==> config.mk <==
export PLATFORM = sky130hd
export DESIGN_NAME = eeprom_line_sampler_flat
export DESIGN_NICKNAME = d
export VERILOG_FILES = /design/src/eeprom_ifs.sv /design/src/eeprom_line_sampler.sv /design/src/flat_wrapper.sv
export VERILOG_INCLUDE_DIRS = /design/src
export SDC_FILE = /design/constraint.sdc
export NUM_CORES = 1
export LEC_CHECK = 0
export ABC_CLOCK_PERIOD_IN_PS = 1800
export BUFFER_PORTS_ARGS = -buffer_cell sky130_fd_sc_hd__buf_2
export CAP_MARGIN = 30
export CORE_AREA = 2 2 39 41
export DETAILED_ROUTE_END_ITERATION = 8
export DIE_AREA = 0 0 41 43
export PLACE_DENSITY = 0.38
export SKIP_CTS_REPAIR_TIMING = 1
export SLEW_MARGIN = 25
export SYNTH_ARGS = -nofsm -noshare
export SYNTH_HDL_FRONTEND = slang
export SYNTH_SLANG_ARGS = --single-unit
export TNS_END_PERCENT = 50
==> constraint.sdc <==
create_clock -name scl -period 1.8 [get_ports scl]
set_clock_uncertainty 0.05 [all_clocks]
set_input_delay 0.36 -clock scl [delete_from_list [all_inputs] [get_ports scl]]
set_output_delay 0.36 -clock scl [all_outputs]
set_load 0.02 [all_outputs]
==> src/eeprom_config.svh <==
`ifndef EEPROM_CONFIG_SVH
`define EEPROM_CONFIG_SVH

// Storage size in bytes
`define EEPROM_DEPTH 2048

// Storage address width, block bits above the address byte
`define EEPROM_AW 11

// Upper nibble of the control byte
`define EEPROM_DEV_CODE 4'b1010

// Flops per bus line before edge detection
`define EEPROM_SYNC_STAGES 2

`endif

==> src/eeprom_ifs.sv <==
`timescale 1ns/1ps
`default_nettype none

`include "eeprom_config.svh"

// Decoded bus conditions from the line sampler
interface bus_event_if;
    logic scl_rise;
    logic scl_fall;
    logic sda_bit;
    logic start;
    logic stop;

    modport src (output scl_rise, output scl_fall, output sda_bit, output start, output stop);
    modport dst (input scl_rise, input scl_fall, input sda_bit, input start, input stop);
endinterface


`default_nettype wire

==> src/eeprom_line_sampler.sv <==
`timescale 1ns/1ps
`default_nettype none

`include "eeprom_config.svh"

module eeprom_line_sampler (
    input wire        scl,
    input wire        rst_n,
    input wire        i2c_scl,
    input wire        i2c_sda,
    bus_event_if.src  ev
);

    logic [`EEPROM_SYNC_STAGES-1:0] scl_sync;
    logic [`EEPROM_SYNC_STAGES-1:0] sda_sync;
    logic                           scl_s;
    logic                           sda_s;
    logic                           scl_q;
    logic                           sda_q;

    assign scl_s = scl_sync[`EEPROM_SYNC_STAGES-1];
    assign sda_s = sda_sync[`EEPROM_SYNC_STAGES-1];

    always_ff @(posedge scl)
    begin
        if (!rst_n)
        begin
            // Idle bus is high on both lines
            scl_sync    <= '1;
            sda_sync    <= '1;
            scl_q       <= 1'b1;
            sda_q       <= 1'b1;
            ev.scl_rise <= 1'b0;
            ev.scl_fall <= 1'b0;
            ev.sda_bit  <= 1'b1;
            ev.start    <= 1'b0;
            ev.stop     <= 1'b0;
        end
        else
        begin
            scl_sync <= {scl_sync[`EEPROM_SYNC_STAGES-2:0], i2c_scl};
            sda_sync <= {sda_sync[`EEPROM_SYNC_STAGES-2:0], i2c_sda};
            scl_q    <= scl_s;
            sda_q    <= sda_s;

            ev.scl_rise <= scl_s & ~scl_q;
            ev.scl_fall <= ~scl_s & scl_q;
            ev.sda_bit  <= sda_s;

            // SDA moving while SCL stays high
            ev.start <= scl_s & scl_q & sda_q & ~sda_s;
            ev.stop  <= scl_s & scl_q & ~sda_q & sda_s;
        end
    end

endmodule

`default_nettype wire

==> src/flat_wrapper.sv <==
// flat-port wrapper written by rule: the top's interface ports become plain ports
module eeprom_line_sampler_flat 
  (scl, rst_n, i2c_scl, i2c_sda, ev_scl_rise, ev_scl_fall, ev_sda_bit, ev_start, ev_stop);
  bus_event_if ev_i ();
  input wire scl;
  input wire rst_n;
  input wire i2c_scl;
  input wire i2c_sda;
  output wire logic [$bits(ev_i.scl_rise)-1:0] ev_scl_rise;
  output wire logic [$bits(ev_i.scl_fall)-1:0] ev_scl_fall;
  output wire logic [$bits(ev_i.sda_bit)-1:0] ev_sda_bit;
  output wire logic [$bits(ev_i.start)-1:0] ev_start;
  output wire logic [$bits(ev_i.stop)-1:0] ev_stop;
  assign ev_scl_rise = ev_i.scl_rise;
  assign ev_scl_fall = ev_i.scl_fall;
  assign ev_sda_bit = ev_i.sda_bit;
  assign ev_start = ev_i.start;
  assign ev_stop = ev_i.stop;
  eeprom_line_sampler u_core (.scl(scl), .rst_n(rst_n), .i2c_scl(i2c_scl), .i2c_sda(i2c_sda), .ev(ev_i));
endmodule
# Word-level counts from Yosys, hierarchy flattened
# Index checks and enable logic that the tools add are counted.
# totals
output_inout_bits	5
input_bits	4
regBits	10
# op_classes
n_bitwise	11
# op_table
op	n
AND 1 bit	7
NOT 1 bit	4

# Depth between registers and ports, before layout
# logic_depth
word_depth	3
ltp_mapped	2
depth_no_buf	2

# Worst setup path after synthesis
# No wires, ideal clock.
# synth_path
path_kind	flip-flop to output port
from	reg u_core.ev.sda_bit
to	out ev_sda_bit
path_slack_ns	0.957
stages_incl_launch_ff	1
n_path_buf	0
t_arrival_ns	0.433
cell_sequence	dfxtp_1
# synth_rtl
item	line	rtl
from (decl)	eeprom_ifs.sv:14	modport src (output scl_rise, output scl_fall, output sda_bit, output start, output stop);
from (signal assigned)	eeprom_line_sampler.sv:48	ev.sda_bit <= sda_s;
to (decl)	flat_wrapper.sv:11	output wire logic [$bits(ev_i.sda_bit)-1:0] ev_sda_bit;
# No word-level cell between the ends.

# Final worst setup path
# layout_path
from	reg u_core.ev.sda_bit
to	out ev_sda_bit
# No word-level cell between the ends.

==> impl_metrics.csv <==
group,metric,value,unit
min_path,worst_hold_path_type,"primary input to flip-flop",
timing,finalCritPeriodShare,65.49,%
timing,rsz0062_at_grt,"no",
clocking,clkSlewWorstSetupHoldPaths,60,ps
yosys,synthCells,22,
setup_path,critPathTopFamily,"flip-flops",
yosys,avgSynthCellArea,13.25,µm²
setup_path,worstSetupEndpointType,"primary output",
setup_path,worstPathArrival,770,ps
route,drtAntennaViolNets,0,
yosys,syn-num-nets,26,
setup_path,slowest_delay,350,ps
timing,setup_viol,0,
global_routing,grt_pass1_vias,160,
route,drt-wirelength-per-cell,7.469,µm
setup_path,critPathLaunchType,"flip-flop",
placed_design,gp_congestion,0.5725,
clocking,cts_num_sinks,10,
final_layout,final_layout_size_suffix_gt1_share,42.42,%
pwr,leakagePower,0.1791,nW
route,drc,0,
global_routing,grt_pass1_wl,641,µm
timing,fin_crit,1179,ps
setup_path,worstPathRequired,1390,ps
timing,tightest_slew,127.1,ps
pwr,ir_drop,358.1,µV
placed_design,io_buffers,8,
timing,fmax,848.3,MHz
yosys,ys_types,8,
setup_path,crit_type,"flip-flop to primary output",
final_layout,utilization,27.03,%
timing,fin_setup_tns,0,ps
global_routing,grt_max_degree,9,
clocking,clockRootBuffer,"clkbuf_4",
final_layout,synthToLayoutAreaGrowth,28.33,%
global_routing,antenna_found_initial,0,
timing,slew_headroom,91.53,%
placed_design,hpwlAfterDp,265.3,µm
run_status,status,"finished clean",
global_routing,grt_overflow_total,0,
floorplan,initial_core_util,21.07,%
route,vias,183,
route,vias_per_cell,3.735,
setup_path,worstPathCellList,"buf_2",
final_layout,final_nets,39,
setup_path,crit_slowest_cell,"dfxtp_1",
floorplan,die_x,41,µm
flow_run,cap_violations,0,
clocking,tritoncts,"done",
clocking,htree_levels,1,
final_layout,antenna_cells,0,
floorplan,ios,9,
final_layout,fillers,156,
clocking,clk_latency,250,ps
yosys,synthesis.area,291.5,µm²
setup_path,path_buf_inv,1,
clocking,cts.path.max_buffers,2,
floorplan,die-area,0.001763,mm²
yosys,ys_ff_latch,10,
route,drt-total-wl,366,µm
route,dr.pass1.iters,3,
floorplan,fp.dieH,43,µm
timing,hold_violations,0,
yosys,ys_seq_area_share,68.67,%
timing,drv_slew,0,
pwr,p_per_area,1047,mW/mm²
floorplan,core_area,0.001384,mm²
clocking,numCtsBuffers,3,
global_routing,grt_usage,6.559,%
yosys,yosysWarnings,0,
setup_path,path_max_fanout,3,
route,drt_first_iter_violations,2,
floorplan,rows,14,
[power breakdown]
group / total (mW) / switching, mW / internal [mW]
logic: 0.0187 / 0.00927 / 0.00940
registers: 0.231 / 0.00279 / 0.229
clock network: 0.142 / 0.0651 / 0.0766
[through the flow]
stage / hold WS [ps] / cell area (µm²) / power, mW / setup slack, ps / cells
finish: 229.3 / 374.1 / 0.3918 / 621.2 / 49
detailed placement: 344.9 / 351.6 / 0.2557 / 870.9 / 46
CTS: 214.2 / 374.1 / 0.4042 / 592.8 / 49
global placement: 339.0 / 351.6 / 0.2552 / 884.3 / 46
global route: 216.4 / 374.1 / 0.4209 / 539.5 / 49
floorplan: 334.6 / 291.5 / 0.2473 / 956.8 / 22
[cells in the final DEF, fill, tap and decap left out]
cell / n
and3_1: 1
buf_2: 8
clkbuf_4: 3
dfxtp_1: 10
inv_1: 1
nand2b_1: 2
nand3_2: 1
nor2_1: 1
nor3b_2: 2
or2b_1: 4
[area by class of cell]
cell class / count / area, µm² / share of cell area, %
multi-input combinational: 11 / 87.58 / 23.41
clock buffer: 3 / 22.52 / 6.020
tap: 16 / 20.02 / 5.351
timing repair buffer: 8 / 40.04 / 10.70
sequential: 10 / 200.2 / 53.51
inverter: 1 / 3.754 / 1.003
[synth_stat cells]
cell type | count | area share [%]
and3_1 | 1 | 2.1
nor3b_2 | 2 | 8.6
nor2_1 | 1 | 1.3
or2b_1 | 4 | 10
inv_1 | 1 | 1.3
nand3_2 | 1 | 3.4
nand2b_1 | 2 | 4.3
dfxtp_1 | 10 | 69
[state kept, by name, indices dropped and copies added, names as in the netlist]
register and cells:
u_core.sda_sync 2, u_core.scl_q 1, u_core.ev.scl_rise 1, u_core.ev.start 1, u_core.scl_sync 2, u_core.ev.scl_fall 1, u_core.ev.stop 1, u_core.ev.sda_bit 1
[final timing paths]
kind | end | slack (ps) | from | cells after the start
min | u_core.sda_sync[0]$_SDFF_PN1_ | 230 | i2c_sda | 2
min reg2reg | u_core.scl_sync[1]$_SDFF_PN1_ | 350 | u_core.scl_sync[0]$_SDFF_PN1_ | 1
max | ev_sda_bit | 620 | u_core.ev.sda_bit$_SDFF_PN1_ | 1
max reg2reg | u_core.ev.start$_SDFF_PN0_ | 1080 | u_core.scl_q$_SDFF_PN1_ | 2
[routing by layer]
layer | wire, µm | GRT usage, %
met2 | 147 | 7.187
met1 | 160 | 5.882
met5 | 0 | 0
met3 | 49 | 4.712
met4 | 8 | 10.00
[logic make-up after synthesis]
family,Yosys count,synth area share [%]
buffers and inverters,1,1.286
flip-flops,10,68.67
AND/OR/NAND/NOR,11,30.04
Note: power is estimated with default switching activity, not from simulation.
