[config.mk]
export PLATFORM = sky130hd
export DESIGN_NAME = eeprom_sda_driver_flat
export DESIGN_NICKNAME = d
export VERILOG_FILES = /design/src/eeprom_ifs.sv /design/src/eeprom_sda_driver.sv /design/src/flat_wrapper.sv
export VERILOG_INCLUDE_DIRS = /design/src
export SDC_FILE = /design/constraint.sdc
export NUM_CORES = 1
export LEC_CHECK = 0
export BUFFER_PORTS_ARGS = -buffer_cell sky130_fd_sc_hd__buf_2
export CAP_MARGIN = 20
export CORE_MARGIN = 1.5
export CORE_UTILIZATION = 54
export DETAILED_ROUTE_END_ITERATION = 12
export PLACE_DENSITY = 0.88
export SLEW_MARGIN = 10
export SYNTH_ARGS = -nofsm -noshare
export SYNTH_HDL_FRONTEND = slang
export SYNTH_SLANG_ARGS = --single-unit
[constraint.sdc]
create_clock -name scl -period 3.55 [get_ports scl]
set_clock_uncertainty 0.2 [all_clocks]
set_input_delay 0.71 -clock scl [delete_from_list [all_inputs] [get_ports scl]]
set_output_delay 0.71 -clock scl [all_outputs]
set_load 0.005 [all_outputs]
[src/eeprom_config.svh]
`ifndef EEPROM_CONFIG_SVH
`define EEPROM_CONFIG_SVH

// Storage size in bytes
`define EEPROM_DEPTH 2048

// Storage address width, block bits above the address byte
`define EEPROM_AW 11

// Upper nibble of the control byte
`define EEPROM_DEV_CODE 4'b1010

// Flops per bus line before edge detection
`define EEPROM_SYNC_STAGES 2

`endif

[src/eeprom_ifs.sv]
`timescale 1ns/1ps
`default_nettype none

`include "eeprom_config.svh"

// Decoded bus conditions from the line sampler
interface bus_event_if;
    logic scl_rise;
    logic scl_fall;
    logic sda_bit;
    logic start;
    logic stop;

    modport src (output scl_rise, output scl_fall, output sda_bit, output start, output stop);
    modport dst (input scl_rise, input scl_fall, input sda_bit, input start, input stop);
endinterface

// Engine requests to the SDA driver
interface tx_ctrl_if;
    logic       ack_req;
    logic       load;
    logic [7:0] tx_byte;
    logic       active;

    modport ctrl (output ack_req, output load, output tx_byte, input active);
    modport drv (input ack_req, input load, input tx_byte, output active);
endinterface


`default_nettype wire

[src/eeprom_sda_driver.sv]
`timescale 1ns/1ps
`default_nettype none

module eeprom_sda_driver (
    input wire        scl,
    input wire        rst_n,
    bus_event_if.dst  ev,
    tx_ctrl_if.drv    tx,
    output logic      i2c_sda_oe
);

    logic [7:0] tx_shift;
    logic [2:0] bits_left;
    logic       ack_pend;
    logic       ack_on;
    logic       rd_pend;
    logic       rd_on;

    assign tx.active = ack_on | rd_on;

    always_ff @(posedge scl)
    begin
        if (tx.load)
        begin
            tx_shift <= tx.tx_byte;
        end
        else if (ev.scl_fall && (rd_pend || rd_on))
        begin
            tx_shift <= {tx_shift[6:0], 1'b0};
        end
    end

    always_ff @(posedge scl)
    begin
        if (!rst_n || ev.start || ev.stop)
        begin
            i2c_sda_oe <= 1'b0;
            bits_left  <= 3'd0;
            ack_pend   <= 1'b0;
            ack_on     <= 1'b0;
            rd_pend    <= 1'b0;
            rd_on      <= 1'b0;
        end
        else
        begin
            if (tx.ack_req)
            begin
                ack_pend <= 1'b1;
            end
            if (tx.load)
            begin
                rd_pend <= 1'b1;
            end

            if (ev.scl_fall)
            begin
                if (ack_pend)
                begin
                    i2c_sda_oe <= 1'b1;
                    ack_on     <= 1'b1;
                    ack_pend   <= 1'b0;
                end
                else if (rd_pend)
                begin
                    // Bit 7 replaces any ack still on the line
                    i2c_sda_oe <= ~tx_shift[7];
                    bits_left  <= 3'd7;
                    ack_on     <= 1'b0;
                    rd_on      <= 1'b1;
                    rd_pend    <= 1'b0;
                end
                else if (rd_on)
                begin
                    if (bits_left == 3'd0)
                    begin
                        // Hand the line over for the master ack
                        i2c_sda_oe <= 1'b0;
                        rd_on      <= 1'b0;
                    end
                    else
                    begin
                        i2c_sda_oe <= ~tx_shift[7];
                        bits_left  <= bits_left - 3'd1;
                    end
                end
                else if (ack_on)
                begin
                    i2c_sda_oe <= 1'b0;
                    ack_on     <= 1'b0;
                end
            end
        end
    end

endmodule

`default_nettype wire

[src/flat_wrapper.sv]
// flat-port wrapper written by rule: the top's interface ports become plain ports
module eeprom_sda_driver_flat 
  (scl, rst_n, i2c_sda_oe, ev_scl_rise, ev_scl_fall, ev_sda_bit, ev_start, ev_stop, tx_ack_req, tx_load, tx_tx_byte, tx_active);
  bus_event_if ev_i ();
  tx_ctrl_if tx_i ();
  input wire scl;
  input wire rst_n;
  output logic i2c_sda_oe;
  input wire logic [$bits(ev_i.scl_rise)-1:0] ev_scl_rise;
  input wire logic [$bits(ev_i.scl_fall)-1:0] ev_scl_fall;
  input wire logic [$bits(ev_i.sda_bit)-1:0] ev_sda_bit;
  input wire logic [$bits(ev_i.start)-1:0] ev_start;
  input wire logic [$bits(ev_i.stop)-1:0] ev_stop;
  input wire logic [$bits(tx_i.ack_req)-1:0] tx_ack_req;
  input wire logic [$bits(tx_i.load)-1:0] tx_load;
  input wire logic [$bits(tx_i.tx_byte)-1:0] tx_tx_byte;
  output wire logic [$bits(tx_i.active)-1:0] tx_active;
  assign ev_i.scl_rise = ev_scl_rise;
  assign ev_i.scl_fall = ev_scl_fall;
  assign ev_i.sda_bit = ev_sda_bit;
  assign ev_i.start = ev_start;
  assign ev_i.stop = ev_stop;
  assign tx_i.ack_req = tx_ack_req;
  assign tx_i.load = tx_load;
  assign tx_i.tx_byte = tx_tx_byte;
  assign tx_active = tx_i.active;
  eeprom_sda_driver u_core (.scl(scl), .rst_n(rst_n), .ev(ev_i), .tx(tx_i), .i2c_sda_oe(i2c_sda_oe));
endmodule
## Word level (Yosys, flattened, before mapping)

Cells that the tools add are included.

| storage, ports and cells | value |
|---|---|
| input bits | 17 |
| register bits after elaboration | 16 |
| output and inout bits | 2 |
| word-level logic and storage cells | 49 |

| operators by class | value |
|---|---|
| add/sub/neg operators | 1 |
| muxes and demuxes | 23 |
| bitwise operators | 3 |
| equal/unequal tests | 2 |
| reductions and logical operators | 13 |

Operators with widths:

| operator | number |
|---|---|
| two-way mux 1 bit | 18 |
| two-way mux 8 bit | 2 |
| two-way mux 3 bit | 3 |
| AND reduction 2 bit | 3 |
| AND reduction 4 bit | 1 |
| nonzero test 2 bit | 2 |
| nonzero test 4 bit | 1 |
| zero test 3 bit | 1 |
| logical OR 1 bit | 3 |
| != test 3 x 1 -> 1 bit (second input constant) | 1 |
| subtractor 3 x 1 -> 3 bit (second input constant) | 1 |
| != test 2 x 1 -> 1 bit (second input constant) | 1 |
| inverter 1 bit | 2 |
| logical AND 1 bit | 1 |
| zero test 1 bit | 1 |
| OR 1 bit | 1 |

## Longest topological paths before layout

Gate-level depths: netlist (run 1).

| logic depth | value |
|---|---|
| depth after elaboration | 5 |
| depth in mapped cells | 5 |
| depth with buffers taken out | 5 |

## Worst setup path before layout (run 1)

OpenSTA, ideal clock, no wires.

| timing | value |
|---|---|
| path type | input to register |
| start point | input ev_start |
| end point | register u_core.bits_left[0] |
| arrival | 1.503 ns |
| setup time | 0.066 ns |
| required time | 3.284 ns |
| buffers on the path | 1 |
| stages | 4 |
| slack | 1.781 ns |
| cell sequence | or3b_1 > buf_6 > a41o_1 > a21oi_2 |

| on the way | value |
|---|---|
| cells in the longest elaborated chain, start to end | 2 |

Ends and longest elaborated chain:

| what | RTL line | source |
|---|---|---|
| start, declared | flat_wrapper.sv:12 | `input wire logic [$bits(ev_i.start)-1:0] ev_start;` |
| logical OR 1 bit (2 in a row) | eeprom_sda_driver.sv:35 | `if (!rst_n \|\| ev.start \|\| ev.stop)` |
| end signal, assigned | eeprom_sda_driver.sv:83 | `bits_left <= bits_left - 3'd1;` |
| end, declared | eeprom_sda_driver.sv:13 | `logic [2:0] bits_left;` |

Every way passes these cells.
A chain may end at the register's enable or synchronous reset.

## Final worst setup path (run 1)

| timing | value |
|---|---|
| start point | register u_core.rd_on |
| end point | output tx_active |

| on the way | value |
|---|---|
| cells in the longest elaborated chain, start to end | 1 |

Ends and longest elaborated chain:

| what | RTL line | source |
|---|---|---|
| start, declared | eeprom_sda_driver.sv:17 | `logic rd_on;` |
| start signal, assigned | eeprom_sda_driver.sv:42 | `rd_on <= 1'b0;` |
| start signal, assigned | eeprom_sda_driver.sv:69 | `rd_on <= 1'b1;` |
| start signal, assigned | eeprom_sda_driver.sv:78 | `rd_on <= 1'b0;` |
| OR 1 bit | eeprom_sda_driver.sv:19 | `assign tx.active = ack_on \| rd_on;` |
| end, declared | flat_wrapper.sv:17 | `output wire logic [$bits(tx_i.active)-1:0] tx_active;` |

Every way passes these cells.

==> run_results.csv, run 1 <==
group,metric,value,unit
floorplanning,fp.coreArea,1330,sq um
final_layout,syn2layout_area_growth,12.5,%
logic_synthesis,synth_cell_types,29,
global_route,grt_usage,0.193,
setup_path,end_kind,"primary output",
setup_path,path_buf_inv,1,
logic_synthesis,ys_top_cells_by_count,"8 x dfxtp_1, 8 x edfxtp_1, 7 x mux2_2",
logic_synthesis,ys.flop_type,"edfxtp_1",
global_route,grt_pass1_vias,540,
logic_synthesis,avgSynthCellArea,11.1,sq um
logic_synthesis,synth_edf_count,8,
power_and_ir_drop,power.density,374,nW/um^2
floorplanning,die_area,1700,sq um
setup_path,reg2reg_depth,5,
clock_tree,clk_path_buf_depth,2,
final_layout,drive_gt1_frac,0.345,
clock_tree,cts-htree-levels,1,
clock_tree,ctsHoldBuffers,0,
logic_synthesis,postSynth.asyncResetShare,0,
setup_path,start_kind,"register",
power_and_ir_drop,p_total,331,uW
global_route,grt_max_degree,12,
hold_path,worstHoldPathCells,2,
drt,vias_per_cell,5.69,
floorplanning,fp.dieH,41.2,um
power_and_ir_drop,ir_worst_vdd,266,uV
global_route,grt_use_met2,0.383,
global_route,grt_pass1_wl,2060,um
setup_path,reg2reg_from,"u_core.bits_left[0]",
timing,worst_pin_slew,0.431,ns
drt,wl_per_cell,12.9,um
setup_path,crit_type,"register to primary output",
clock_tree,clock_sinks,16,
drt,drt_pass1_iterations,2,
clock_tree,clk_pin_slew,0.10,ns
clock_tree,post_cts_buffers,0,
placed_design,place_area,861,sq um
timing,finalSetupTns,0,ns
setup_path,crit_slowest_cell,"dfxtp_1",
logic_synthesis,postSynthNetCount,90,
clock_tree,cts_made_buffers,3,
setup_path,critPathTopFamily,"flip-flops",
drt,wirelength,1320,um
floorplanning,fp.dieW,41.2,um
global_route,gr-max-usage-layer,"met2",
setup_path,cp_slowest_stage_delay,0.41,ns
final_layout,multi_input_area,347,sq um
clock_tree,clock_latency,0.28,ns
placed_design,place_congestion,0.662,
timing,rsz0062_at_grt,"false",
timing,period_share,0.573,
final_layout,fin_cells,102,
power_and_ir_drop,power.leakage,0.366,nW
final_layout,final_core_util,0.665,
hold_path,worstHoldPathType,"register to register",
floorplanning,start_util,0.591,
final_layout,final_area,887,sq um
global_route,met3_usage,0.0326,
setup_path,cp.arrival,1.12,ns
clock_tree,cts-root-buf,"clkbuf_4",
logic_synthesis,yosysTopAreaCell,"edfxtp_1",
logic_synthesis,yosysSeqAreaShare,0.508,
timing,clock.fmax,492,MHz
logic_synthesis,synthCells,71,
setup_path,timing.rr.end,"u_core.bits_left[1]",
logic_synthesis,synth.area.top_cells,"edfxtp_1 30%, dfxtp_1 20%, mux2_2 10%",
timing,finalHoldViolCount,0,
run_status,status,"complete, no violations",
drt,vias,580,
drt,drtAntennaViolNets,0,
global_route,grt.met1_usage,0.192,
logic_synthesis,yosys_warnings,0,
setup_path,crit_path_max_fanout,11,
placed_design,port_buffers,16,
placed_design,dp_cells,98,
logic_synthesis,synth_top_area_share,0.305,
setup_path,crit_start,"u_core.rd_on",
drt,drt_first_iter_violations,12,
hold_path,hp-start,"u_core.ack_on",
placed_design,hpwl,989,um
clock_tree,cts_tree,"built",
floorplanning,core.rowCount,13,
hold_path,hold_end,"u_core.ack_on",
final_layout,nets,107,
floorplanning,ioPinCount,19,
global_route,overflow,0,
final_layout,n_antenna_cell,0,
final_layout,fillers,116,
timing,period_minus_slack,2.03,ns
clock_tree,ctsResizeCount,0,
setup_path,cp.required,2.64,ns
global_route,antenna_found_initial,0,
timing,setup_violations,0,
logic_synthesis,syn_area,788,sq um
logic_synthesis,ys_ff_latch,16,
flow_run,drv_cap,0,
setup_path,critical_path.cell_chain,"or2_2 -> buf_2",
timing,drv_slew,0,
timing,slew-limit-headroom,0.708,
drt,drc,0,
setup_path,rrSetupSlack,1.99,ns
final_layout,seq_area,400,sq um
layer usage:
layer  wire (um)  part of all wire
met5           0                 0
met4           9            0.0068
met3          34             0.026
met2         694              0.53
met1         579              0.44
how the worst max path moves through the flow:
stage / end / cells after the start / slack [ns]
floorplan: u_core.bits_left[0] / 4 / 1.78
detailed placement: u_core.bits_left[0] / 4 / 1.60
global placement: u_core.bits_left[0] / 4 / 1.63
global route: tx_active / 2 / 1.45
finish: tx_active / 2 / 1.52
CTS: tx_active / 2 / 1.51
tightest hold or removal path, cell delays in order, from the launching register on:
cell     delay [ns]
dfxtp_1        0.34
o21ai_0        0.07
a21oi_1        0.06
per-stage QoR:
step / hold WS [ns] / setup WS [ns]
final: 0.302 / 1.52
after floorplan: 0.263 / 1.78
after CTS: 0.307 / 1.51
after detailed placement: 0.292 / 1.60
after global placement: 0.286 / 1.63
after global routing: 0.349 / 1.45
kinds of logic (layout without fill, tap and decap cells):
family	after synthesis	in the layout	share of synthesized area
flops	16	16	0.508
fa+ha+maj	2	2	0.0317
compound gates	15	15	0.125
mux	8	8	0.113
simple gates	22	22	0.170
buf+inv	8	24	0.0524
cells in the final DEF (no fill, tap or decap), types with 3 or more instances in the layout:
master,synthesis,final
a21oi_1,4,4
buf_2,3,16
clkbuf_4,0,3
dfxtp_1,8,8
edfxtp_1,8,8
inv_1,4,4
mux2_2,7,7
nand2_1,3,3
nor2_1,3,3
o21ai_0,4,4
layout make-up:
cell class / instances / share of cell area
Sequential cell: 16 / 0.451
Clock buffer: 3 / 0.0254
Tap cell: 15 / 0.0212
Clock inverter: 1 / 0.00423
Multi-Input combinational cell: 47 / 0.391
Inverter: 4 / 0.0169
Timing Repair Buffer: 16 / 0.0903
flip-flops by register name, indices dropped and copies added, names as in the netlist:
name,count
u_core.bits_left,3
u_core.tx_shift,8
u_core.ack_pend,1
u_core.i2c_sda_oe,1
u_core.rd_pend,1
u_core.rd_on,1
u_core.ack_on,1
power breakdown:
part	internal [mW]	total, mW	switching, mW	leakage [nW]
Sequential	0.204	0.207	0.00363	0.144
Clock	0.0407	0.0949	0.0542	0.0154
Combinational	0.0163	0.0293	0.0130	0.207
No activity file was read; power rests on OpenSTA's default activity.
==> inputs of run 2 (changes only) <==
Settings changed: CORE_UTILIZATION 54 to 50, PLACE_DENSITY 0.88 to 0.83.
Clock period 3.55 ns to 2.1 ns, I/O delays scaled along.
==> run 2 against run 1 <==
Net effect:
- worst setup slack worse by 1.2 ns
- sequential share of layout area down 0.064 points
- power is 71% higher
- routed wire length fell by 0.76%
- clock power grew 77%
- global-route usage fell by 2.8 points
- critical path type unchanged
- largest cell class unchanged
- largest power group unchanged
- highest routed layer unchanged
==> run_results.csv, run 2 (synthesis gave the netlist of run 1 again) <==
group,metric,value,unit
final_layout,fillers,130,
drt,drtAntennaViolNets,0,
power_and_ir_drop,ir_worst_vdd,423,uV
clock_tree,clk_pin_slew,0.09,ns
power_and_ir_drop,power.leakage,0.365,nW
setup_path,cp.required,1.48,ns
clock_tree,clock_latency,0.28,ns
placed_design,port_buffers,16,
timing,clock.fmax,573,MHz
setup_path,start_kind,"register",
hold_path,hp-start,"tx_ack_req",
floorplanning,ioPinCount,19,
global_route,grt_pass1_wl,2210,um
floorplanning,fp.dieW,42.7,um
setup_path,crit_start,"u_core.rd_on",
timing,rsz0062_at_grt,"false",
final_layout,syn2layout_area_growth,12.7,%
clock_tree,cts-htree-levels,1,
global_route,grt_usage,0.165,
floorplanning,fp.coreArea,1490,sq um
final_layout,mostFrequentLayoutCells,"16 x buf_2, 8 x dfxtp_1, 8 x edfxtp_1, 7 x mux2_2",
drt,wl_per_cell,12.7,um
placed_design,dp_cells,99,
timing,period_share,0.831,
clock_tree,post_cts_buffers,0,
clock_tree,cts_made_buffers,3,
drt,wirelength,1310,um
final_layout,drive_gt1_frac,0.345,
timing,slew-limit-headroom,0.733,
setup_path,cp.arrival,1.12,ns
timing,drv_slew,0,
setup_path,crit_type,"register to primary output",
drt,drt_first_iter_violations,4,
clock_tree,clock_sinks,16,
final_layout,nets,107,
final_layout,fin_cells,103,
flow_run,drv_cap,0,
clock_tree,ctsResizeCount,0,
clock_tree,cts-root-buf,"clkbuf_4",
clock_tree,cts_tree,"built",
final_layout,top_regs,"u_core.tx_shift x8, u_core.bits_left x3",
timing,worst_pin_slew,0.395,ns
final_layout,final_common_cell,"buf_2",
global_route,overflow,0,
hold_path,worstHoldPathType,"primary input to register",
floorplanning,start_util,0.529,
floorplanning,core.rowCount,14,
drt,vias_per_cell,5.52,
drt,drc,0,
timing,finalSetupTns,0,ns
final_layout,final_core_util,0.597,
final_layout,largest_reg_flops,8,
floorplanning,die_area,1820,sq um
setup_path,crit_path_max_fanout,11,
run_status,status,"complete, no violations",
timing,period_minus_slack,1.74,ns
global_route,antenna_found_initial,0,
floorplanning,fp.dieH,42.7,um
setup_path,end_kind,"primary output",
global_route,grt_max_degree,12,
placed_design,place_congestion,0.776,
drt,drt_pass1_iterations,4,
timing,finalHoldViolCount,0,
global_route,grt_pass1_vias,484,
placed_design,hpwl,902,um
drt,vias,569,
setup_path,reg2reg_from,"u_core.bits_left[0]",
timing,setup_violations,0,
final_layout,n_antenna_cell,0,
clock_tree,clk_path_buf_depth,2,
power_and_ir_drop,power.density,639,nW/um^2
final_layout,largest_register,"u_core.tx_shift",
clock_tree,ctsHoldBuffers,0,
run 2: cell count changes in the layout (fill, tap and decap cells not counted):
cell,before,now
clkinv_1,1,0
clkbuf_1,0,1
run 2: path summary, 6_finish.rpt:
kind	depth (start not counted)	end	slack [ns]
max	2	tx_active	0.36
min	3	u_core.ack_pend	0.18
max reg2reg	5	u_core.bits_left[1]	0.57
min reg2reg	2	u_core.ack_on	0.31
run 2: power breakdown:
group	internal (mW)	switching, mW	leakage [nW]
registers	0.344	0.00603	0.144
clock network	0.0737	0.0946	0.0150
logic	0.0276	0.0217	0.207
total	0.445	0.122	0.365
run 2: layer usage:
layer / part of all wire / vias up / track usage / routed length, um
met5: 0 / - / 0 / 0
met2: 0.49 / 12 / 0.248 / 637
met4: 0.014 / 0 / 0.0750 / 18
met1: 0.46 / 267 / 0.215 / 605
li1: - / 288 / - / -
met3: 0.036 / 2 / 0.0511 / 47
run 2: layout make-up:
type	instances	area (sq um)	share of cell area
repair buffers	16	80.1	0.0901
flip-flops and latches	16	400	0.451
clock buffers	4	26.3	0.0296
inverters	4	15.0	0.0169
well taps	16	20.0	0.0225
multi-input cells	47	347	0.390
run 2: critical path, stage by stage, from the launching register on:
cell     delay, ns
dfxtp_1       0.40
or2_2         0.32
buf_2         0.12
run 2: per-stage QoR:
| step | instance area [sq um] | setup slack (ns) | hold WS (ns) | power [mW] |
|---|---|---|---|---|
| after floorplan | 788 | 0.621 | 0.263 | 0.388 |
| after global placement | 862 | 0.470 | 0.288 | 0.404 |
| after detailed placement | 862 | 0.461 | 0.298 | 0.407 |
| after CTS | 888 | 0.345 | 0.177 | 0.577 |
| after global routing | 888 | 0.289 | 0.175 | 0.593 |
| final | 888 | 0.356 | 0.179 | 0.568 |
