===== config.mk =====
export PLATFORM = sky130hd
export DESIGN_NAME = eeprom_protocol_fsm_flat
export DESIGN_NICKNAME = d
export VERILOG_FILES = /design/src/eeprom_pkg.sv /design/src/eeprom_ifs.sv /design/src/eeprom_protocol_fsm.sv /design/src/flat_wrapper.sv
export VERILOG_INCLUDE_DIRS = /design/src
export SDC_FILE = /design/constraint.sdc
export NUM_CORES = 1
export LEC_CHECK = 0
export ABC_AREA = 1
export BUFFER_PORTS_ARGS = -buffer_cell sky130_fd_sc_hd__buf_2
export CAP_MARGIN = 20
export CORE_MARGIN = 2
export CORE_UTILIZATION = 46
export CTS_CLUSTER_DIAMETER = 80
export CTS_CLUSTER_SIZE = 16
export DETAILED_ROUTE_END_ITERATION = 6
export PLACE_DENSITY_LB_ADDON = 0.3
export RECOVER_POWER = 100
export SYNTH_ARGS = -nofsm -noshare
export SYNTH_HDL_FRONTEND = slang
export SYNTH_SLANG_ARGS = --single-unit

===== constraint.sdc =====
create_clock -name scl -period 2.8 [get_ports scl]
set_clock_uncertainty 0.15 [all_clocks]
set_input_delay 0.42 -clock scl [delete_from_list [all_inputs] [get_ports scl]]
set_output_delay 0.42 -clock scl [all_outputs]
set_load 0.01 [all_outputs]

===== src/eeprom_config.svh =====
`ifndef EEPROM_CONFIG_SVH
`define EEPROM_CONFIG_SVH

// Storage size in bytes
`define EEPROM_DEPTH 2048

// Storage address width, block bits above the address byte
`define EEPROM_AW 11

// Upper nibble of the control byte
`define EEPROM_DEV_CODE 4'b1010

// Flops per bus line before edge detection
`define EEPROM_SYNC_STAGES 2

`endif


===== src/eeprom_pkg.sv =====
`default_nettype none

package eeprom_pkg;

    // Protocol engine states
    typedef enum logic [2:0] {
        PS_IDLE   = 3'd0,
        PS_CTRL   = 3'd1,
        PS_ADDR   = 3'd2,
        PS_WDATA  = 3'd3,
        PS_RDATA  = 3'd4,
        PS_IGNORE = 3'd5
    } proto_state_e;

    // Direction from bit 0 of the control byte
    typedef enum logic {
        OP_WRITE = 1'b0,
        OP_READ  = 1'b1
    } op_e;

endpackage

`default_nettype wire


===== src/eeprom_ifs.sv =====
`timescale 1ns/1ps
`default_nettype none

`include "eeprom_config.svh"

// Decoded bus conditions from the line sampler
interface bus_event_if;
    logic scl_rise;
    logic scl_fall;
    logic sda_bit;
    logic start;
    logic stop;

    modport src (output scl_rise, output scl_fall, output sda_bit, output start, output stop);
    modport dst (input scl_rise, input scl_fall, input sda_bit, input start, input stop);
endinterface

// Engine requests to the SDA driver
interface tx_ctrl_if;
    logic       ack_req;
    logic       load;
    logic [7:0] tx_byte;
    logic       active;

    modport ctrl (output ack_req, output load, output tx_byte, input active);
    modport drv (input ack_req, input load, input tx_byte, output active);
endinterface

// Single-port memory access
interface mem_port_if;
    logic [`EEPROM_AW-1:0] addr;
    logic [7:0]            wdata;
    logic                  we;
    logic [7:0]            rdata;

    modport host (output addr, output wdata, output we, input rdata);
    modport mem (input addr, input wdata, input we, output rdata);
endinterface

`default_nettype wire


===== src/eeprom_protocol_fsm.sv =====
`timescale 1ns/1ps
`default_nettype none

`include "eeprom_config.svh"

module eeprom_protocol_fsm (
    input wire        scl,
    input wire        rst_n,
    bus_event_if.dst  ev,
    tx_ctrl_if.ctrl   tx,
    mem_port_if.host  mem
);

    import eeprom_pkg::*;

    proto_state_e          state;
    logic [3:0]            bit_cnt;
    logic [7:0]            shift_reg;
    logic [7:0]            shift_next;
    logic [`EEPROM_AW-1:0] cur_addr;
    logic                  dev_match;
    logic                  bit_rise;
    logic                  byte_done;
    op_e                   ctrl_op;

    assign shift_next = {shift_reg[6:0], ev.sda_bit};
    assign dev_match  = (shift_next[7:4] == `EEPROM_DEV_CODE);
    assign ctrl_op    = op_e'(shift_next[0]);

    // Only rises inside a transaction addressed to this device
    assign bit_rise  = ev.scl_rise && (state != PS_IDLE) && (state != PS_IGNORE);
    assign byte_done = bit_rise && (bit_cnt == 4'd7);

    assign mem.addr   = cur_addr;
    assign tx.tx_byte = mem.rdata;

    always_ff @(posedge scl)
    begin
        if (bit_rise && (bit_cnt != 4'd8))
        begin
            shift_reg <= shift_next;
        end
        if (byte_done && (state == PS_WDATA))
        begin
            mem.wdata <= shift_next;
        end
    end

    always_ff @(posedge scl)
    begin
        if (!rst_n)
        begin
            state      <= PS_IDLE;
            bit_cnt    <= 4'd0;
            cur_addr   <= '0;
            mem.we     <= 1'b0;
            tx.ack_req <= 1'b0;
            tx.load    <= 1'b0;
        end
        else
        begin
            tx.ack_req <= 1'b0;
            tx.load    <= 1'b0;
            mem.we     <= 1'b0;

            // Advance past a byte once it is in the array
            if (mem.we)
            begin
                cur_addr <= cur_addr + 1'b1;
            end

            if (ev.start)
            begin
                state   <= PS_CTRL;
                bit_cnt <= 4'd0;
            end
            else if (ev.stop)
            begin
                state   <= PS_IDLE;
                bit_cnt <= 4'd0;
            end
            else if (bit_rise)
            begin
                if (bit_cnt == 4'd8)
                begin
                    bit_cnt <= 4'd0;
                    if (state == PS_RDATA)
                    begin
                        // Own ack after the control byte or a master ACK
                        if (tx.active || !ev.sda_bit)
                        begin
                            tx.load <= 1'b1;
                        end
                        else
                        begin
                            state <= PS_IDLE;
                        end
                    end
                end
                else
                begin
                    bit_cnt <= bit_cnt + 4'd1;
                    if (bit_cnt == 4'd7)
                    begin
                        case (state)
                            PS_CTRL:
                            begin
                                if (dev_match)
                                begin
                                    tx.ack_req <= 1'b1;
                                    cur_addr[`EEPROM_AW-1:8] <= shift_next[3:1];
                                    state <= (ctrl_op == OP_READ) ? PS_RDATA : PS_ADDR;
                                end
                                else
                                begin
                                    state <= PS_IGNORE;
                                end
                            end
                            PS_ADDR:
                            begin
                                tx.ack_req     <= 1'b1;
                                cur_addr[7:0]  <= shift_next;
                                state          <= PS_WDATA;
                            end
                            PS_WDATA:
                            begin
                                tx.ack_req <= 1'b1;
                                mem.we     <= 1'b1;
                            end
                            PS_RDATA:
                            begin
                                // Fetch the next byte before the ack bit
                                cur_addr <= cur_addr + 1'b1;
                            end
                            default:
                            begin
                                state <= state;
                            end
                        endcase
                    end
                end
            end
        end
    end

endmodule

`default_nettype wire


===== src/flat_wrapper.sv =====
// flat-port wrapper written by rule: the top's interface ports become plain ports
module eeprom_protocol_fsm_flat import eeprom_pkg::*;
  (scl, rst_n, ev_scl_rise, ev_scl_fall, ev_sda_bit, ev_start, ev_stop, tx_ack_req, tx_load, tx_tx_byte, tx_active, mem_addr, mem_wdata, mem_we, mem_rdata);
  bus_event_if ev_i ();
  tx_ctrl_if tx_i ();
  mem_port_if mem_i ();
  input wire scl;
  input wire rst_n;
  input wire logic [$bits(ev_i.scl_rise)-1:0] ev_scl_rise;
  input wire logic [$bits(ev_i.scl_fall)-1:0] ev_scl_fall;
  input wire logic [$bits(ev_i.sda_bit)-1:0] ev_sda_bit;
  input wire logic [$bits(ev_i.start)-1:0] ev_start;
  input wire logic [$bits(ev_i.stop)-1:0] ev_stop;
  output wire logic [$bits(tx_i.ack_req)-1:0] tx_ack_req;
  output wire logic [$bits(tx_i.load)-1:0] tx_load;
  output wire logic [$bits(tx_i.tx_byte)-1:0] tx_tx_byte;
  input wire logic [$bits(tx_i.active)-1:0] tx_active;
  output wire logic [$bits(mem_i.addr)-1:0] mem_addr;
  output wire logic [$bits(mem_i.wdata)-1:0] mem_wdata;
  output wire logic [$bits(mem_i.we)-1:0] mem_we;
  input wire logic [$bits(mem_i.rdata)-1:0] mem_rdata;
  assign ev_i.scl_rise = ev_scl_rise;
  assign ev_i.scl_fall = ev_scl_fall;
  assign ev_i.sda_bit = ev_sda_bit;
  assign ev_i.start = ev_start;
  assign ev_i.stop = ev_stop;
  assign tx_ack_req = tx_i.ack_req;
  assign tx_load = tx_i.load;
  assign tx_tx_byte = tx_i.tx_byte;
  assign tx_i.active = tx_active;
  assign mem_addr = mem_i.addr;
  assign mem_wdata = mem_i.wdata;
  assign mem_we = mem_i.we;
  assign mem_i.rdata = mem_rdata;
  eeprom_protocol_fsm u_core (.scl(scl), .rst_n(rst_n), .ev(ev_i), .tx(tx_i), .mem(mem_i));
endmodule

### Word-level counts from Yosys, hierarchy flattened

Cells that the tools add are included.

* word-level logic and storage cells: 72
* output and inout port bits: 30
* input port bits: 16
* bits in registers: 36

* reduce and logical (&&, ||, !) cells: 19
* equality and inequality tests: 13
* bitwise gates (word level): 5
* $add $sub $neg: 2
* muxes and demuxes: 24

Operators with widths (count)
* 2-to-1 mux 11 bit: 6
* 2-to-1 mux 3 bit: 7
* case mux 8 bit (2 select lines): 1
* != test 4 bit, second input constant: 3
* case mux 3 bit (2 select lines): 2
* OR reduction 6 bit: 2
* adder 11 x 1 -> 11 bit, second input constant: 1
* AND reduction 5 bit: 2
* nonzero test 3 bit: 3
* equality test 4 bit, second input constant: 2
* equality test 3 x 2 -> 1 bit, second input constant: 2
* 2-to-1 mux 1 bit: 6
* logical AND 1 bit: 5
* inverter 1 bit: 5
* nonzero test 5 bit: 1
* adder 4 x 1 -> 4 bit, second input constant: 1
* equality test 4 x 3 -> 1 bit, second input constant: 1
* 2-to-1 mux 4 bit: 1
* != test 2 bit, second input constant: 2
* nonzero test 4 bit: 1
* equality test 3 x 1 -> 1 bit, second input constant: 1
* equality test 3 bit, second input constant: 1
* != test 3 bit, second input constant: 1
* OR reduction 3 bit: 1
* other kinds (5): 5

### Longest topological paths before layout

Gate-level depths: netlist (run 1).

* depth in word-level cells: 9
* depth in mapped cells: 10
* mapped depth without buffers: 10

### Worst setup path before layout (run 1)

Ideal clock, no wire load.

* path kind: register to register
* start: register u_core.bit_cnt[0]
* end: register u_core.mem.wdata[0] (enable)
* slack: 1009 ps
* data required time: 2280 ps
* stages on the path, launching flop included: 6
* library setup time: 370 ps
* data arrival time: 1271 ps
* path buffers: 0
* clock period less this slack: 1791 ps
* path through: dfxtp_1 -> ha_1 -> nand3_1 -> inv_1 -> nand2_1 -> nor2_1

* word-level cells in the longest chain between the ends: 3

Ends and longest elaborated chain
* start, declared: RTL line eeprom_protocol_fsm.sv:17 `logic [3:0] bit_cnt;`
* start signal, assigned: RTL line eeprom_protocol_fsm.sv:102 `bit_cnt <= bit_cnt + 4'd1;`
* equality test 4 x 3 -> 1 bit: RTL line eeprom_protocol_fsm.sv:32 `assign byte_done = bit_rise && (bit_cnt == 4'd7);`
* logical AND 1 bit: RTL line eeprom_protocol_fsm.sv:32
* logical AND 1 bit: RTL line eeprom_protocol_fsm.sv:43 `if (byte_done && (state == PS_WDATA))`
* end signal, assigned: RTL line eeprom_protocol_fsm.sv:45 `mem.wdata <= shift_next;`
* end, declared: RTL line eeprom_ifs.sv:36 `modport host (output addr, output wdata, output we, input rdata);`

No other way between the ends.
A chain may end at the register's enable or synchronous reset.

### Final worst setup path (run 1)

* start: register u_core.state[2]
* end: register u_core.state[0]

* word-level cells in the longest chain between the ends: 7
* elaborated cells on any way between the ends: 17
* classes of those cells: 5 x eq/ne; 6 x mux; 6 x reduce/logical

Ends and longest elaborated chain
* start, declared: RTL line eeprom_protocol_fsm.sv:16 `proto_state_e state;`
* start signal, assigned: RTL line eeprom_protocol_fsm.sv:112 `state <= (ctrl_op == OP_READ) ? PS_RDATA : PS_ADDR;`
* start signal, assigned: RTL line eeprom_protocol_fsm.sv:137 `state <= state;`
* equality test 3 x 2 -> 1 bit or equality test 3 x 1 -> 1 bit (tied branches): RTL line eeprom_protocol_fsm.sv:105 `case (state)`
* case mux 3 bit (2 select lines): RTL line eeprom_protocol_fsm.sv:105
* 2-to-1 mux 3 bit: RTL line eeprom_protocol_fsm.sv:103 `if (bit_cnt == 4'd7)`
* 2-to-1 mux 3 bit: RTL line eeprom_protocol_fsm.sv:84 `if (bit_cnt == 4'd8)`
* 2-to-1 mux 1 bit: RTL line eeprom_protocol_fsm.sv:82 `else if (bit_rise)`
* 2-to-1 mux 1 bit: RTL line eeprom_protocol_fsm.sv:77 `else if (ev.stop)`
* 2-to-1 mux 1 bit: RTL line eeprom_protocol_fsm.sv:72 `if (ev.start)`

Parallel ways exist; a longest one is shown, timed or not. The select of a mux whose other input is x is not followed.

==> run metrics, run 1 <==
Hold Crit Class in -> reg; Max rail drop VDD 0.249 mV; io pins 46; Leakage Power 0.917 nW; CTS buffer count 5; critical path required time 2.84 ns; PortBufs 28; flop2flop setup slack 0.63 ns; Critical Path Max Stage Delay 0.40 ns; Cells after Synth 295; gpl congestion 0.876; Final ANT Viol Nets 0; slowest CP cell dfxtp_1; crit-path cells inv_1, nand2_2, nand3_1, nor2_4, nand3_1, nand2_1, nor2_1, nor2_1, nor2_1; gr usage total 20.1%; Levels on crit path 9; RSZ-0062 raised after global routing no; R2R depth 9; Setup CP Type reg -> reg; Die Ht 72.3 µm; share of layout cells above drive strength 1 9.60%; flop and latch count out of synthesis 36; Setup crit start u_core.state[2]$_SDFFE_PP0P_; nets@finish 341; max-cap violations 0; f_max 0.462 GHz; Synth area leaders edfxtp_1 21%, dfxtp_1 20%, nand2_1 15%; Die W 72.3 µm; pwr/cell area 463 nW/µm²; data arrival time of the critical path 2.21 ns; initial antenna violation count 0; routed length per instance 12.9 µm; H-tree depth 2; final setup fails 0; worst-margin pin slew 0.684 ns; DRT Pass-1 Iters 5; RR Endpoint u_core.state[0]$_SDFFE_PN0P_; hold buffers post-CTS 0; vias in the first global route 1,827; Setup crit start kind flip-flop; setup bufs post-CTS 0; largest fanout on the critical path 9; die area 5230 µm²; Distinct cells, synth 37; Slew Limit Fails 0; most common cell after layout, fill and taps aside nand2_1; reg-to-reg startpoint u_core.state[2]$_SDFFE_PP0P_; vias 1,949; non-filler cells, final 375; synthesized cell area 2150 µm²; Layout area overhead 9.27%; Post-Route WL 4.82 mm; fillcell total 416; Core Area 4410 µm²; clk sink count 36; CTS clock-pin slew for the worst setup and hold paths 0.08 ns; largest net degree at the start of global routing 15; largest area contributor in the netlist edfxtp_1; Final Hold Vio Count 0; clk buf depth 2; CP Capture Type flip-flop; Detailed Place HPWL 3.55 mm; Synthesized Nets 314; Syn Area/Cell 7.27 µm²; Initial Util 48.6%; initial DRC count 134; drc violations 0; multi-input logic area 1050 µm²; cell family with most CP delay simple AND/OR/NAND/NOR gates; Yosys top cell area share 21.0%; clk root buf clkbuf_8; # rows 24; fin crit period 2.17 ns; outcome finished, final reports clean; sequential cell area 871 µm²; Diodes inserted 0; Critical path buffers and inverters 1; CP Capture Point u_core.state[0]$_SDFFE_PN0P_; most frequent cells in the layout 86 x nand2_1, 38 x nor2_1, 31 x nand3_1, 27 x inv_1, 23 x clkbuf_1; post-synthesis sequential area ratio 40.6%; CTS tree yes; Via density 5.20; dpl cells 367; Final period util 77.4%; max_slew headroom 54.4%; YS warnings 0; first-pass GRT wire length 8.21 mm; Largest register FFs 11; grt total ovfl 0; post-CTS resize count 0; Setup TNS 0 ns; Crit path top cell by count nor2_1; clock latency on the worst-skew pair 0.29 ns
synth_stat cells (all sizes together):
library cell  instances
a22o                  1
o22ai                 1
clkinv                2
nand3                32
dfxtp                21
ha                    3
clkbuf                1
a21oi                15
o21a                  1
a211oi                3
nor4                  1
nor2                 43
xor2                  4
nand2                91
a22oi                 2
o21ai                10
nand4                 2
inv                  29
or2                   2
buf                  10
edfxtp               15
o21bai                1
nor3                  4
xnor2                 1
worst min-delay path by stage:
stage	from	endpoint	slack [ns]	cells past startpoint
5_1_grt	rst_n	u_core.mem.addr[9]$_SDFF_PN0_	0.30	3
2_1_floorplan	u_core.shift_reg[6]$_DFFE_PP_	u_core.mem.wdata[7]$_DFFE_PP_	0.30	0
6_report	ev_sda_bit	u_core.shift_reg[0]$_DFFE_PP_	0.31	1
3_3_place_gp	u_core.bit_cnt[1]$_SDFFE_PP0P_	u_core.bit_cnt[1]$_SDFFE_PP0P_	0.33	2
3_5_place_dp	u_core.bit_cnt[1]$_SDFFE_PP0P_	u_core.bit_cnt[1]$_SDFFE_PP0P_	0.34	2
4_1_cts	ev_sda_bit	u_core.shift_reg[0]$_DFFE_PP_	0.23	1
metal layers:
layer	share of wire (%)	vias up	track usage (%)
li1	-	1005	-
met5	0	-	0
met2	46	51	32.3
met4	1.5	0	5.87
met1	47	882	27.0
met3	5.3	11	4.86
area by class of cell:
class                   count  area share [%]
repair buffers             31            5.60
clock buffers               5            2.93
flip-flops and latches     36            37.1
well taps                  52            2.77
multi-input cells         217            44.8
inverters                  31            4.96
clock inverters             3            1.81
logic make-up after synthesis:
family | Yosys count | share of synthesized area [%]
buf+inv | 42 | 8.80
compound gates | 34 | 9.15
flops | 36 | 40.6
xor+xnor | 5 | 2.04
simple gates | 175 | 37.7
fa+ha+maj | 3 | 1.75
metrics by stage:
| step | power, mW | worst slack [ns] | hold WS (ns) | cell area, µm² | utilization, % |
|---|---|---|---|---|---|
| finish | 1.09 | 0.634 | 0.305 | 2340 | 53.1 |
| global route | 1.13 | 0.422 | 0.295 | 2340 | 53.1 |
| CTS | 1.10 | 0.903 | 0.228 | 2410 | 54.6 |
| detailed placement | 0.644 | 0.919 | 0.336 | 2300 | 52.1 |
| global placement | 0.643 | 0.924 | 0.328 | 2300 | 52.1 |
| floorplan | 0.634 | 1.01 | 0.301 | 2150 | - |
power breakdown:
group	switching, mW	internal, mW	total [mW]
clock	0.195	0.263	0.459
sequential	0.0128	0.555	0.568
combinational	0.0391	0.0209	0.0600
No activity file was read; power rests on OpenSTA's default activity.
==> run 2: changes to the inputs <==
Clock period 2.8 ns to 2.1 ns, I/O delays scaled along.
==> run metrics, run 2 (synthesized netlist as in run 1, its figures left out) <==
outcome finished, final reports clean; clock power share 36.7% (-5.5 points); CTS clock-pin slew for the worst setup and hold paths 0.08 ns (about the same); data arrival time of the critical path 1.41 ns (-0.80 ns); Int Pwr 1.00 mW (+19%); Largest register FFs 11 (unchanged); grt total ovfl 0 (unchanged); Hold Crit Class in -> reg; f_max 0.533 GHz; largest net degree at the start of global routing 14 (-1); sequential power share 56.9% (+4.7 points); pwr/cell area 568 nW/µm² (+23%); Slew Limit Fails 0 (unchanged); max-cap violations 0 (unchanged); # rows 24 (unchanged); clk sink count 36 (unchanged); most common cell after layout, fill and taps aside nand2_1; CP Capture Type output port; Final Hold Vio Count 0 (unchanged); Setup CP Type reg -> out; nets@finish 344 (+0.88%); gr usage total 20.4% (+0.27 points); DRT Pass-1 Iters 4 (-1); Final period util 89.3%; PortBufs 28 (unchanged); Core Area 4410 µm² (unchanged); Psw 327 µW (+32%); Setup crit start kind flip-flop; fin area 2340 µm² (-0.21%); clk root buf clkbuf_8; initial antenna violation count 0 (unchanged); fin crit period 1.88 ns; clk buf depth 2 (unchanged); final core area utilization 53.0% (-0.11 points); Diodes inserted 0 (unchanged); max_slew headroom 54.3% (-0.057 points); Setup TNS 0 ns (unchanged); die area 5230 µm² (unchanged); dpl cells 370 (+0.82%); largest fanout on the critical path 13 (+4); first-pass GRT wire length 8.27 mm (+0.67%); share of layout cells above drive strength 1 10.4% (+0.83 points); post-CTS resize count 0 (unchanged); worst-margin pin slew 0.685 ns (+0.000857 ns); Hold Slack 0.206 ns (-0.0989 ns); CTS tree yes; sw frac 24.6% (+1.9 points); Gate power share 6.4% (+0.9 points); most frequent cells in the layout 86 x nand2_1, 39 x nor2_1, 31 x nand3_1, 25 x inv_1, 24 x clkbuf_1; initial DRC count 117 (-13%); Post-DP Area 2320 µm² (+0.98%); gpl congestion 0.887 (+1.3%); CTS buffer count 5 (unchanged); Via density 5.22 (+0.53%); io pins 46 (unchanged); Leakage Power 0.921 nW (+0.51%); Layout area overhead 9.04%; clock latency on the worst-skew pair 0.29 ns (about the same); critical path required time 1.63 ns (-1.21 ns); H-tree depth 2 (unchanged); Die Ht 72.3 µm (unchanged); vias 1,975 (+1.3%); Initial Util 48.6% (unchanged); final setup fails 0 (unchanged); setup bufs post-CTS 0 (unchanged); Max rail drop VDD 0.367 mV (+47%); Final ANT Viol Nets 0 (unchanged); hold buffers post-CTS 0 (unchanged); Detailed Place HPWL 3.71 mm (+4.5%); Die W 72.3 µm (unchanged); non-filler cells, final 378 (+0.80%); RSZ-0062 raised after global routing no; routed length per instance 13.1 µm (+2.2%); vias in the first global route 1,904 (+4.2%); drc violations 0 (unchanged); Post-Route WL 4.97 mm (+3.0%)
-- run 2: final cells by class --
| cell class | instances | area (µm²) |
|---|---|---|
| fill | 457 | 2070 |
| multi-input combinational | 217 | 1050 |
| sequential | 36 | 871 |
| timing repair buffer | 34 | 145 |
| inverter | 31 | 116 |
| clock buffer | 5 | 68.8 |
| tap | 52 | 65.1 |
| clock inverter | 3 | 18.8 |
-- run 2: critical path: stages, from the launching register on --
cell,delay (ns)
dfxtp_1,0.34
clkbuf_1,0.53
buf_2,0.25
-- run 2: final timing paths --
check	depth (start not counted)	to	slack, ns	start
max reg2reg	7	u_core.mem.wdata[1]$_DFFE_PP_	0.23	u_core.state[1]$_SDFFE_PP0P_
max	2	mem_we	0.22	u_core.mem.we$_SDFF_PP0_
min	1	u_core.shift_reg[0]$_DFFE_PP_	0.21	ev_sda_bit
min reg2reg	2	u_core.bit_cnt[1]$_SDFFE_PP0P_	0.34	u_core.bit_cnt[1]$_SDFFE_PP0P_
-- run 2: routing by layer --
| layer | global-route usage [%] | share of wire [%] | up-vias |
|---|---|---|---|
| met5 | 0 | 0 | - |
| li1 | - | - | 1014 |
| met2 | 33.4 | 47 | 58 |
| met1 | 26.1 | 46 | 891 |
| met4 | 8.39 | 2.1 | 0 |
| met3 | 4.44 | 5.6 | 12 |
-- run 2: power by group through the flow --
stage	combinational, mW	clock (mW)	sequential [mW]
6_report	0.0855	0.487	0.756
3_3_place_gp	0.0877	0	0.771
2_1_floorplan	0.0755	0	0.770
5_1_grt	0.0968	0.527	0.758
3_5_place_dp	0.0896	0	0.772
4_1_cts	0.0899	0.498	0.756
-- run 2: through the flow --
| stage | setup slack (ns) | power, mW |
|---|---|---|
| floorplan | 0.309 | 0.845 |
| global placement | 0.362 | 0.859 |
| detailed placement | 0.322 | 0.862 |
| CTS | 0.310 | 1.34 |
| global route | 0.0765 | 1.38 |
| finish | 0.224 | 1.33 |
